[config.mk]
export PLATFORM = sky130hd
export DESIGN_NAME = int_pipeline
export DESIGN_NICKNAME = d
export VERILOG_FILES = /design/src/hdl/rv32i_pkg.sv /design/src/hdl/alu.sv /design/src/hdl/fetch_unit.sv /design/src/hdl/decode_unit.sv /design/src/hdl/reg_file.sv /design/src/hdl/execute_unit.sv /design/src/hdl/int_pipeline.sv
export SDC_FILE = /design/constraint.sdc
export NUM_CORES = 2
export LEC_CHECK = 0
export ABC_CLOCK_PERIOD_IN_PS = 10920
export BUFFER_PORTS_ARGS = -buffer_cell sky130_fd_sc_hd__buf_2
export CELL_PAD_IN_SITES_DETAIL_PLACEMENT = 0
export CELL_PAD_IN_SITES_GLOBAL_PLACEMENT = 1
export CORE_MARGIN = 5
export CORE_UTILIZATION = 40
export CTS_BUF_LIST = sky130_fd_sc_hd__clkbuf_4 sky130_fd_sc_hd__clkbuf_8
export DETAILED_ROUTE_END_ITERATION = 12
export PLACE_DENSITY = 0.67
export SLEW_MARGIN = 30
export SYNTH_ARGS = -nofsm -noshare
export SYNTH_HDL_FRONTEND = slang
export SYNTH_SLANG_ARGS = --single-unit
[constraint.sdc]
create_clock -name clk -period 10.92 [get_ports clk]
set_input_delay 2.184 -clock clk [delete_from_list [all_inputs] [get_ports clk]]
set_output_delay 2.184 -clock clk [all_outputs]
set_load 0.01 [all_outputs]
[src/hdl/rv32i_pkg.sv]
`default_nettype none

package rv32i_pkg;

  localparam int xlen  = 32;
  localparam int nregs = 32;

  typedef logic [xlen-1:0] word_t;
  typedef logic [4:0]      reg_idx_t;

  localparam word_t reset_pc = '0;

  // funct3 codes shared by OP and OP-IMM
  localparam logic [2:0] f3_add_sub = 3'b000;
  localparam logic [2:0] f3_sll     = 3'b001;
  localparam logic [2:0] f3_slt     = 3'b010;
  localparam logic [2:0] f3_sltu    = 3'b011;
  localparam logic [2:0] f3_xor     = 3'b100;
  localparam logic [2:0] f3_srl_sra = 3'b101;
  localparam logic [2:0] f3_or      = 3'b110;
  localparam logic [2:0] f3_and     = 3'b111;

  localparam logic [6:0] f7_base = 7'b0000000;
  localparam logic [6:0] f7_alt  = 7'b0100000;  // SUB and SRA

  typedef enum logic [6:0] {
    op_reg   = 7'b0110011,
    op_imm   = 7'b0010011,
    op_lui   = 7'b0110111,
    op_auipc = 7'b0010111
  } opcode_t;

  typedef enum logic [3:0] {
    alu_add,
    alu_sub,
    alu_sll,
    alu_slt,
    alu_sltu,
    alu_xor,
    alu_srl,
    alu_sra,
    alu_or,
    alu_and,
    alu_pass_b  // LUI result is the immediate
  } alu_op_t;

  typedef struct packed {
    logic    valid;
    alu_op_t alu_op;
    logic    src_a_pc;   // A from PC instead of rs1
    logic    src_b_imm;  // B from immediate instead of rs2
    logic    write_rd;   // Never set for rd of x0
  } ctrl_word_t;

  typedef struct packed {
    logic     valid;
    reg_idx_t rd;
    word_t    data;
  } wb_bus_t;

endpackage

`default_nettype wire

[src/hdl/alu.sv]
`timescale 1ns/10ps
`default_nettype none

module alu (
  input  rv32i_pkg::alu_op_t i_op,
  input  rv32i_pkg::word_t   i_a,
  input  rv32i_pkg::word_t   i_b,
  output rv32i_pkg::word_t   o_result
);
  import rv32i_pkg::*;

  logic [4:0] shamt;
  logic       lt_signed;
  logic       lt_unsigned;

  assign shamt       = i_b[4:0];
  assign lt_signed   = $signed(i_a) < $signed(i_b);
  assign lt_unsigned = i_a < i_b;

  always_comb begin
    case (i_op)
      alu_add:    o_result = i_a + i_b;
      alu_sub:    o_result = i_a - i_b;
      alu_sll:    o_result = i_a << shamt;
      alu_slt:    o_result = {{(xlen-1){1'b0}}, lt_signed};
      alu_sltu:   o_result = {{(xlen-1){1'b0}}, lt_unsigned};
      alu_xor:    o_result = i_a ^ i_b;
      alu_srl:    o_result = i_a >> shamt;
      alu_sra:    o_result = word_t'($signed(i_a) >>> shamt);  // Sign fill
      alu_or:     o_result = i_a | i_b;
      alu_and:    o_result = i_a & i_b;
      alu_pass_b: o_result = i_b;
      default:    o_result = '0;
    endcase
  end

endmodule

`default_nettype wire

[src/hdl/fetch_unit.sv]
`timescale 1ns/10ps
`default_nettype none

module fetch_unit (
  input  logic             clk,
  input  logic             i_rst_n,
  input  logic             i_advance,
  input  rv32i_pkg::word_t i_imem_data,
  output rv32i_pkg::word_t o_pc,
  output rv32i_pkg::word_t o_id_instr,
  output rv32i_pkg::word_t o_id_pc,
  output logic             o_id_valid
);
  import rv32i_pkg::*;

  word_t pc_q;

  assign o_pc = pc_q;

  // PC and IF/ID register move together on every advancing cycle
  always_ff @(posedge clk) begin
    if (!i_rst_n) begin
      pc_q       <= reset_pc;
      o_id_valid <= 1'b0;
    end else if (i_advance) begin
      pc_q       <= pc_q + word_t'(4);  // No redirection, straight-line fetch
      o_id_valid <= 1'b1;
      o_id_instr <= i_imem_data;
      o_id_pc    <= pc_q;
    end
  end

  // Fetch address stays on a word boundary
  a_pc_aligned : assert property (
    @(posedge clk) disable iff (!i_rst_n)
    pc_q[1:0] == 2'b00
  );

endmodule

`default_nettype wire

[src/hdl/decode_unit.sv]
`timescale 1ns/10ps
`default_nettype none

module decode_unit (
  input  logic                   clk,
  input  logic                   i_rst_n,
  input  logic                   i_advance,
  input  rv32i_pkg::word_t       i_instr,
  input  rv32i_pkg::word_t       i_pc,
  input  logic                   i_valid,
  output rv32i_pkg::reg_idx_t    o_rs1_idx,
  output rv32i_pkg::reg_idx_t    o_rs2_idx,
  input  rv32i_pkg::word_t       i_rs1_val,
  input  rv32i_pkg::word_t       i_rs2_val,
  output rv32i_pkg::ctrl_word_t  o_ex_ctrl,
  output rv32i_pkg::word_t       o_ex_pc,
  output rv32i_pkg::word_t       o_ex_imm,
  output rv32i_pkg::word_t       o_ex_rs1_val,
  output rv32i_pkg::word_t       o_ex_rs2_val,
  output rv32i_pkg::reg_idx_t    o_ex_rs1_idx,
  output rv32i_pkg::reg_idx_t    o_ex_rs2_idx,
  output rv32i_pkg::reg_idx_t    o_ex_rd
);
  import rv32i_pkg::*;

  logic [6:0] opcode;
  logic [2:0] funct3;
  logic [6:0] funct7;
  reg_idx_t   rd;
  word_t      imm_i;
  word_t      imm_u;
  word_t      imm;
  ctrl_word_t ctrl;
  logic       legal;

  // Common mapping for OP and OP-IMM, alt picks SUB or SRA
  function automatic alu_op_t arith_op(logic [2:0] f3, logic alt);
    alu_op_t op;
    op = alu_add;
    case (f3)
      f3_add_sub: op = alt ? alu_sub : alu_add;
      f3_sll:     op = alu_sll;
      f3_slt:     op = alu_slt;
      f3_sltu:    op = alu_sltu;
      f3_xor:     op = alu_xor;
      f3_srl_sra: op = alt ? alu_sra : alu_srl;
      f3_or:      op = alu_or;
      f3_and:     op = alu_and;
    endcase
    return op;
  endfunction

  assign opcode    = i_instr[6:0];
  assign rd        = i_instr[11:7];
  assign funct3    = i_instr[14:12];
  assign o_rs1_idx = i_instr[19:15];
  assign o_rs2_idx = i_instr[24:20];
  assign funct7    = i_instr[31:25];

  assign imm_i = {{20{i_instr[31]}}, i_instr[31:20]};
  assign imm_u = {i_instr[31:12], 12'b0};

  always_comb begin
    ctrl  = '0;
    imm   = imm_i;
    legal = 1'b0;
    case (opcode)
      op_reg: begin
        legal = (funct7 == f7_base) ||
                (funct7 == f7_alt && (funct3 == f3_add_sub || funct3 == f3_srl_sra));
        ctrl.alu_op = arith_op(funct3, funct7[5]);
      end
      op_imm: begin
        if (funct3 == f3_sll) begin
          legal = (funct7 == f7_base);
        end else if (funct3 == f3_srl_sra) begin
          legal = (funct7 == f7_base) || (funct7 == f7_alt);
        end else begin
          legal = 1'b1;
        end
        // No SUBI, the alt bit only matters for shifts
        ctrl.alu_op    = arith_op(funct3, (funct3 == f3_srl_sra) && funct7[5]);
        ctrl.src_b_imm = 1'b1;
      end
      op_lui: begin
        legal          = 1'b1;
        ctrl.alu_op    = alu_pass_b;
        ctrl.src_b_imm = 1'b1;
        imm            = imm_u;
      end
      op_auipc: begin
        legal          = 1'b1;
        ctrl.alu_op    = alu_add;
        ctrl.src_a_pc  = 1'b1;
        ctrl.src_b_imm = 1'b1;
        imm            = imm_u;
      end
      default: ;  // Anything else goes down as a bubble
    endcase
    ctrl.valid    = i_valid && legal;
    ctrl.write_rd = ctrl.valid && (rd != '0);
  end

  // ID/EX register
  always_ff @(posedge clk) begin
    if (!i_rst_n) begin
      o_ex_ctrl <= '0;
    end else if (i_advance) begin
      o_ex_ctrl    <= ctrl;
      o_ex_pc      <= i_pc;
      o_ex_imm     <= imm;
      o_ex_rs1_val <= i_rs1_val;
      o_ex_rs2_val <= i_rs2_val;
      o_ex_rs1_idx <= o_rs1_idx;
      o_ex_rs2_idx <= o_rs2_idx;
      o_ex_rd      <= rd;
    end
  end

endmodule

`default_nettype wire

[src/hdl/reg_file.sv]
`timescale 1ns/10ps
`default_nettype none

module reg_file (
  input  logic                 clk,
  input  logic                 i_rst_n,
  input  rv32i_pkg::wb_bus_t   i_wb,
  input  rv32i_pkg::reg_idx_t  i_rs1_idx,
  input  rv32i_pkg::reg_idx_t  i_rs2_idx,
  output rv32i_pkg::word_t     o_rs1_val,
  output rv32i_pkg::word_t     o_rs2_val
);
  import rv32i_pkg::*;

  word_t regs [1:nregs-1];  // x0 has no storage

  // Same-cycle write is visible to the reader
  function automatic word_t read_port(reg_idx_t idx);
    word_t val;
    if (idx == '0) begin
      val = '0;
    end else if (i_wb.valid && i_wb.rd == idx) begin
      val = i_wb.data;
    end else begin
      val = regs[idx];
    end
    return val;
  endfunction

  always_comb begin
    o_rs1_val = read_port(i_rs1_idx);
    o_rs2_val = read_port(i_rs2_idx);
  end

  always_ff @(posedge clk) begin
    if (!i_rst_n) begin
      for (int i = 1; i < nregs; i++) begin
        regs[i] <= '0;
      end
    end else if (i_wb.valid && i_wb.rd != '0) begin
      regs[i_wb.rd] <= i_wb.data;
    end
  end

  // Decode drops write_rd for x0, so such a write never reaches here
  a_no_x0_write : assert property (
    @(posedge clk) disable iff (!i_rst_n)
    i_wb.valid |-> i_wb.rd != '0
  );

endmodule

`default_nettype wire

[src/hdl/execute_unit.sv]
`timescale 1ns/10ps
`default_nettype none

module execute_unit (
  input  logic                   clk,
  input  logic                   i_rst_n,
  input  logic                   i_advance,
  input  rv32i_pkg::ctrl_word_t  i_ctrl,
  input  rv32i_pkg::word_t       i_pc,
  input  rv32i_pkg::word_t       i_imm,
  input  rv32i_pkg::word_t       i_rs1_val,
  input  rv32i_pkg::word_t       i_rs2_val,
  input  rv32i_pkg::reg_idx_t    i_rs1_idx,
  input  rv32i_pkg::reg_idx_t    i_rs2_idx,
  input  rv32i_pkg::reg_idx_t    i_rd,
  output rv32i_pkg::wb_bus_t     o_wb
);
  import rv32i_pkg::*;

  word_t rs1_fwd;
  word_t rs2_fwd;
  word_t op_a;
  word_t op_b;
  word_t alu_result;

  // Bypass from the instruction sitting in WB
  function automatic word_t forward(reg_idx_t idx, word_t reg_val, wb_bus_t wb);
    word_t val;
    val = reg_val;
    if (wb.valid && wb.rd == idx) begin
      val = wb.data;  // valid already excludes x0
    end
    return val;
  endfunction

  assign rs1_fwd = forward(i_rs1_idx, i_rs1_val, o_wb);
  assign rs2_fwd = forward(i_rs2_idx, i_rs2_val, o_wb);

  assign op_a = i_ctrl.src_a_pc  ? i_pc  : rs1_fwd;  // AUIPC
  assign op_b = i_ctrl.src_b_imm ? i_imm : rs2_fwd;

  alu i_alu (
    .i_op     (i_ctrl.alu_op),
    .i_a      (op_a),
    .i_b      (op_b),
    .o_result (alu_result)
  );

  // EX/WB register
  always_ff @(posedge clk) begin
    if (!i_rst_n) begin
      o_wb.valid <= 1'b0;
    end else if (i_advance) begin
      o_wb.valid <= i_ctrl.valid && i_ctrl.write_rd;
      o_wb.rd    <= i_rd;
      o_wb.data  <= alu_result;
    end
  end

endmodule

`default_nettype wire

[src/hdl/int_pipeline.sv]
`timescale 1ns/10ps
`default_nettype none

module int_pipeline (
  input  logic                 clk,
  input  logic                 i_rst_n,
  input  rv32i_pkg::word_t     i_imem_data,
  input  logic                 i_imem_resp,
  output rv32i_pkg::word_t     o_imem_addr,
  output logic                 o_wb_valid,
  output rv32i_pkg::reg_idx_t  o_wb_rd,
  output rv32i_pkg::word_t     o_wb_data
);
  import rv32i_pkg::*;

  logic       advance;
  word_t      if_id_instr;
  word_t      if_id_pc;
  logic       if_id_valid;
  reg_idx_t   rs1_idx;
  reg_idx_t   rs2_idx;
  word_t      rs1_val;
  word_t      rs2_val;
  ctrl_word_t ex_ctrl;
  word_t      ex_pc;
  word_t      ex_imm;
  word_t      ex_rs1_val;
  word_t      ex_rs2_val;
  reg_idx_t   ex_rs1_idx;
  reg_idx_t   ex_rs2_idx;
  reg_idx_t   ex_rd;
  wb_bus_t    wb;
  wb_bus_t    wb_commit;

  assign advance = i_imem_resp;  // Whole pipe freezes on a missing fetch

  // Write and retire only when WB is handed over
  always_comb begin
    wb_commit       = wb;
    wb_commit.valid = wb.valid && advance;
  end

  assign o_wb_valid = wb_commit.valid;
  assign o_wb_rd    = wb.rd;
  assign o_wb_data  = wb.data;

  fetch_unit i_fetch_unit (
    .clk         (clk),
    .i_rst_n     (i_rst_n),
    .i_advance   (advance),
    .i_imem_data (i_imem_data),
    .o_pc        (o_imem_addr),
    .o_id_instr  (if_id_instr),
    .o_id_pc     (if_id_pc),
    .o_id_valid  (if_id_valid)
  );

  decode_unit i_decode_unit (
    .clk          (clk),
    .i_rst_n      (i_rst_n),
    .i_advance    (advance),
    .i_instr      (if_id_instr),
    .i_pc         (if_id_pc),
    .i_valid      (if_id_valid),
    .o_rs1_idx    (rs1_idx),
    .o_rs2_idx    (rs2_idx),
    .i_rs1_val    (rs1_val),
    .i_rs2_val    (rs2_val),
    .o_ex_ctrl    (ex_ctrl),
    .o_ex_pc      (ex_pc),
    .o_ex_imm     (ex_imm),
    .o_ex_rs1_val (ex_rs1_val),
    .o_ex_rs2_val (ex_rs2_val),
    .o_ex_rs1_idx (ex_rs1_idx),
    .o_ex_rs2_idx (ex_rs2_idx),
    .o_ex_rd      (ex_rd)
  );

  reg_file i_reg_file (
    .clk       (clk),
    .i_rst_n   (i_rst_n),
    .i_wb      (wb_commit),
    .i_rs1_idx (rs1_idx),
    .i_rs2_idx (rs2_idx),
    .o_rs1_val (rs1_val),
    .o_rs2_val (rs2_val)
  );

  execute_unit i_execute_unit (
    .clk       (clk),
    .i_rst_n   (i_rst_n),
    .i_advance (advance),
    .i_ctrl    (ex_ctrl),
    .i_pc      (ex_pc),
    .i_imm     (ex_imm),
    .i_rs1_val (ex_rs1_val),
    .i_rs2_val (ex_rs2_val),
    .i_rs1_idx (ex_rs1_idx),
    .i_rs2_idx (ex_rs2_idx),
    .i_rd      (ex_rd),
    .o_wb      (wb)
  );

endmodule

`default_nettype wire

# After elaboration in Yosys (flattened, before gate mapping)
# Memories as Yosys holds them, arrays and structs flattened. A register that Yosys moved wholly into a read port is not among the register bits.
# Index checks and enable logic that the tools add are counted.
# totals
out_inout_bits	70
inputBits	35
regBits	222
ramBits	992
wordCells	102
mem_count	1
# op_classes
mux	25
n_shift	3
addsub	3
bitwise	3
order_cmp	2
n_reduce_logical	23
eq_ne	24
# memory_table
name	words	width	read_ports	rd_ports_with_merged_regs	wr	line	text
i_reg_file.regs	31	32	2	2	31	reg_file.sv:15	word_t regs [1:nregs-1];
# ops
cell	count
32-bit one-hot mux with 11 select lines	1
32-bit two-way mux	5
32-bit less-than comparator	2
4-bit one-hot mux with 8 select lines	2
32-bit by 3-bit adder with 32-bit output (second input constant)	1
32-bit adder	1
32-bit AND	1
32-bit OR	1
32-bit OR reduction	1
32-bit by 5-bit left shift with 32-bit output	1
32-bit by 5-bit right shift with 32-bit output	1
32-bit by 5-bit >>> shifter with 32-bit output	1
32-bit subtractor	1
32-bit XOR	1
31-bit two-way mux	1
7-bit by 6-bit equality test with 1-bit output (second input constant)	3
4-bit by 3-bit equality test with 1-bit output (second input constant)	4
7-bit by 5-bit equality test with 1-bit output (second input constant)	2
1-bit two-way mux	13
3-bit equality test (second input constant)	4
4-bit equality test (second input constant)	3
4-bit one-hot mux with 3 select lines	1
5-bit equality test	2
5-bit zero test	2
15 further kinds	28

# Depth between registers and ports, before layout
# depth
word_depth	7
mapped_depth	22
ltp_nobuf	18

# By module
# Synthesis repeated with hierarchy kept, for this count alone.
# unflattened
cells_unflattened	5822
hier_area_um2	75334.8
# by_module_without_submodules
mod	seq_area_each_um2	cells_each	area_each_um2	instances
reg_file	30749.5	3855	55240.5	1
alu	0.0	1277	8874.8	1
decode_unit	4454.3	252	5101.1	1
fetch_unit	2482.4	235	3375.7	1
execute_unit	1131.1	202	2736.4	1
int_pipeline	0.0	1	6.3	1

# Worst setup path after synthesis
# OpenSTA, ideal clock, no wires.
# synth_path
path_kind	input -> register
start	input i_rst_n
end	memory i_reg_file.regs[12][0] (netlist bit) (enable)
path_slack_ns	0.134
arrival_ns	10.320
path_buffers	2
required_ns	10.454
cell_stages	7
setup_time_ns	0.466
path_cell_list	clkbuf_1 -> nand2_1 -> inv_1 -> nand2_1 -> or3_1 -> clkbuf_1 -> o21ai_0
# synth_rtl
element	line	text
from (decl)	int_pipeline.sv:6	input logic i_rst_n,
to (decl)	reg_file.sv:15	

# Final worst setup path
# layout_path
start	register i_execute_unit.o_wb[33] (netlist bit)
end	register i_execute_unit.o_wb[0] (netlist bit), data pin
# layout_between
elab_chain_cells	6
word_cells_on_any_way	19
cone_classes	2 x add/sub; 2 x order compare; 2 x eq/ne; 3 x shift; 5 x mux; 3 x bitwise; 2 x reduce/logical
# layout_rtl
element	line	text
from (decl)	execute_unit.sv:16	output rv32i_pkg::wb_bus_t o_wb
5-bit equality test	execute_unit.sv:30	if (wb.valid && wb.rd == idx) begin
1-bit logical AND	execute_unit.sv:30	
32-bit two-way mux	execute_unit.sv:30	
32-bit two-way mux (on tied branches)	execute_unit.sv:39, execute_unit.sv:40	
32-bit subtractor, or another cell as far along	alu.sv:23	alu_sub: o_result = i_a - i_b;
32-bit one-hot mux with 11 select lines (*)	alu.sv:21	case (i_op)
named net i_execute_unit.alu_result[0]	execute_unit.sv:24	word_t alu_result;
# Mark *: on every way through the listed nets, which the timed path passes. The rest lies on a longest branch.
# A chain may end at the register's enable or synchronous reset.

==> summary by stage <==
STA
The minimum hold slack is about 400 ps. The highest clock frequency the design can meet is approximately 140 MHz. The number of failing setup endpoints in the final timing report is 0. Of the available clock period, the critical path in the final layout requires 0.638. The total negative slack is 0 ps.

The relative slew slack is 0.217. The max-slew violation total from the final report is 0. For the final database, setup skew stands at between 50 and 60 ps. The actual slew at the worst max-slew pin is roughly 1200 ps. Subtracting the final worst setup slack from the clock period gives roughly 7000 ps.

Setup repair after global routing left no endpoint under its margin. The final hold violation count is 0.

Clock tree
Clock latency on the worst-skew pair, taken at its later pin, is just over 1000 ps. After clock tree synthesis, the clock-pin slew on the worst setup and hold paths is around 60 ps. The cell at the root of the clock tree is clkbuf_8. The maximum level of the CTS H-tree is 4.

For this design, the sink count on the clock tree is between 1000 and 1500. The clock passes through at most 3 buffers. The setup fix buffers added after clock tree synthesis is 0. The CTS tree is done.

Counting the buffers created by CTS gives 224. After clock tree synthesis, the repair step resized 0 gates. The quantity of hold-fixing buffers added after cts is 0.

Cells and area
In the final layout, the share of cells above drive strength 1 is 0.236. The final net count is between 5000 and 6000. Measured on the finished design, the core utilization comes to 0.445. From synthesis to final layout, the design area changed by 11.1%.

The summed area of non-filler cells in the final layout is 84300 sq um.

Placement
The count of buffers from port buffering is around 100. In this run the cell area measured after placement is 79900 sq um. Once detailed placement completed, the half-perimeter wirelength came to roughly 190 mm. The congestion estimate from routability-driven global placement came to ~0.96.

Global route
The busiest layer in global routing is met2. For this run, global-route usage on met1 was measured as 0.368. For this run, global-route usage on met2 was measured as 0.467. The maximum number of pins on one net before global-route repair is 104. The met3 capacity usage during global routing is 0.0595.

The first global-routing pass estimated around 400 mm of wire. The initial antenna violation count came to 17. The number of global-route vias before repair is roughly 53000. For this run the aggregate overflow at the end of global routing stands at 0. For this run, the total global-route usage over all layers was measured as 0.287.

Power
Cell internal power was estimated by the tool at between 8 and 9 mW. Of the total power, combinational logic draws 0.169. Of the total power, the share spent switching nets is 0.292. The part of the total power dissipated in the clock network is 0.364.

The worst-case IR drop observed on VDD is 140 uV. For this design the total switching power over the nets is approximately 3.6 mW. In this run the static leakage power is between 30 and 40 nW. The share of total power dissipated in sequential elements is 0.467.

The power density over the cells is 147 nW/um^2.

Synthesis
The fraction of registers with async set or reset after synthesis is 0. By area the synthesized netlist is led by edfxtp_1 50%, mux4_2 16%, and2_1 8.5%. Of all cell types, the one taking the most synthesized area is edfxtp_1. The number of enable flip-flop cells after synthesis is about 1300. After synthesis, the most frequently instantiated cells are 1264 x edfxtp_1, 1029 x and2_1, 554 x mux4_2. After synthesis the cells add up to around 76000 sq um.

The cell with the most instances after synthesis is edfxtp_1. Synthesis produced a netlist whose cell count is ~5800. Of the synthesized area, sequential elements account for 0.510. Counting distinct cell types in the post-synthesis netlist gives 100.

The proportion of netlist area held by the largest area contributor is 0.500. The number of warnings reported in the yosys synthesis log is 0. The synthesized design contains 1304 register bits.

The average cell area after synthesis is 13.2 sq um. The main flop type after synthesis is edfxtp_1.

Floorplanning
The die covers between 150000 and 200000 sq um. The die width is approximately 450 um. The height of the die is about 450 um. Pin placement for this block handled about 110 I/O pins.

The number of standard-cell rows in the floorplan is 160. The core area is 190000 sq um. The initial cell density of the core is 0.401.

Routing
The detailed router finished its first iteration with between 6000 and 7000 violations. The count of nets left with antenna violations once routing finished came out at 0. The final route contains around 53000 vias. The wire length per cell after detailed routing is between 30 and 40 um. In the routed design, unresolved DRC markers number 0. The first detailed-routing pass ran for 7 iterations. Using the TritonRoute via totals, the vias-per-cell ratio works out to 6.26. The routed design has slightly below 300 mm of wire.

Setup path
The critical path's largest stage delay is between 900 and 1000 ps. In this design, the largest share of critical-path delay is due to compound AO/OA/AOI/OAI gates. The worst path buffer plus inverter count is 2. Among all stages on the critical path, the largest delay is contributed by o41ai_1.

The type of element capturing the critical path is a flop. Traced cell by cell, the critical path runs through xnor2_1 > nand3_1 > nor2_2 > buf_4 > o311ai_2 > buf_4 > ha_1 > or3b_2 > a211oi_1 > a211oi_1 > o41ai_1 > nor2_1 > o21ai_1 > a221oi_1 > o21ai_1 > a31oi_1 > nand3b_1. The data required time of the critical path is 11640 ps. The critical path launch point type is a flop. The worst setup path category is flop to flop.

The critical path arrival is 7680 ps. Along the worst path, the maximum fanout reaches 15.

Min path
In this run the worst hold path is classified as flop to flop.

Run
The number of violations of the max-capacitance limit is 0.

Status
The flow ran to the end, and the final reports show no timing, DRC or antenna violations.
[power by group through the flow]
stage,registers (mW),logic [mW],clock network [mW]
3_3_place_gp,5.89,2.05,0
5_1_grt,5.81,2.18,4.82
3_5_place_dp,5.90,2.05,0
2_1_floorplan,5.88,1.26,0
6_report,5.80,2.09,4.52
4_1_cts,5.79,2.06,4.59
[layout make-up]
class / instances / area (sq um)
multi-input cells: 3775 / 34900
clock inverters: 114 / 811
flip-flops and latches: 1304 / 38800
inverters: 128 / 493
repair buffers: 322 / 2540
well taps: 2511 / 3140
clock buffers: 296 / 3630
fillers: 17058 / 105000
diodes: 11 / 27.5
[cells in the final DEF, fill, tap and decap left out, types with 66 or more instances in the layout]
cell         n
edfxtp_1  1264
a21oi_1    176
nor2_1     221
nand3_1     66
clkbuf_4    71
o21ai_0    138
clkbuf_8   225
and2_1    1030
a211oi_1   101
mux4_2     554
nand2_1    188
mux2i_1    297
ha_1       102
inv_1      119
clkinv_1    71
buf_2      102
buf_4      195
[path summary, 6_finish.rpt]
kind | startpoint | endpoint | slack (ps) | depth (start not counted)
worst max-delay path | i_execute_unit.o_wb[33] | i_execute_unit.o_wb[0] | 3960 | 17
worst min-delay path | i_fetch_unit.o_id_pc[22] | i_decode_unit.o_ex_pc[22] | 400 | 0
worst max register to register | i_execute_unit.o_wb[33] | i_execute_unit.o_wb[0] | 3960 | 17
worst min register to register | i_fetch_unit.o_id_pc[22] | i_decode_unit.o_ex_pc[22] | 400 | 0
[metrics by stage]
stage | setup slack [ps] | instances | power, mW
3_3_place_gp | 4160 | 8027 | 7.94
3_5_place_dp | 4260 | 8040 | 7.95
4_1_cts | 4270 | 8450 | 12.4
2_1_floorplan | 134 | 5802 | 7.14
5_1_grt | 3770 | 8452 | 12.8
6_report | 3960 | 8461 | 12.4
[sequential cells by signal, indices dropped and copies added, names as in the netlist]
register                    cells
i_reg_file.regs              1024
i_execute_unit.o_wb            38
i_decode_unit.o_ex_imm         32
i_decode_unit.o_ex_rs1_val     32
i_decode_unit.o_ex_rs2_val     32
i_fetch_unit.o_id_instr        32
i_decode_unit.o_ex_pc          30
i_fetch_unit.o_id_pc           30
i_fetch_unit.o_pc              30
i_decode_unit.o_ex_ctrl         8
i_decode_unit.o_ex_rd           5
i_decode_unit.o_ex_rs1_idx      5
i_decode_unit.o_ex_rs2_idx      5
i_fetch_unit.o_id_valid         1
[layer usage]
layer | part of all wire | up-vias
met4 | 0.055 | 4
met3 | 0.088 | 654
li1 | - | 22090
met2 | 0.47 | 2796
met1 | 0.38 | 27421
met5 | 0.00011 | -
[cells by family (layout without fill, tap and decap cells)]
family | Yosys count | after routing | synth area share
AOI/OAI and AO/OA | 927 | 927 | 0.0862
xor gates and xnor gates | 48 | 48 | 0.00573
adders and majority gates | 104 | 104 | 0.0173
buffers and inverters | 723 | 860 | 0.0403
DFF | 1304 | 1304 | 0.510
muxes | 895 | 895 | 0.210
other | 1 | 45 | 0.0000494
and+or+nand+nor | 1767 | 1767 | 0.130
No activity file was read; power rests on OpenSTA's default activity.
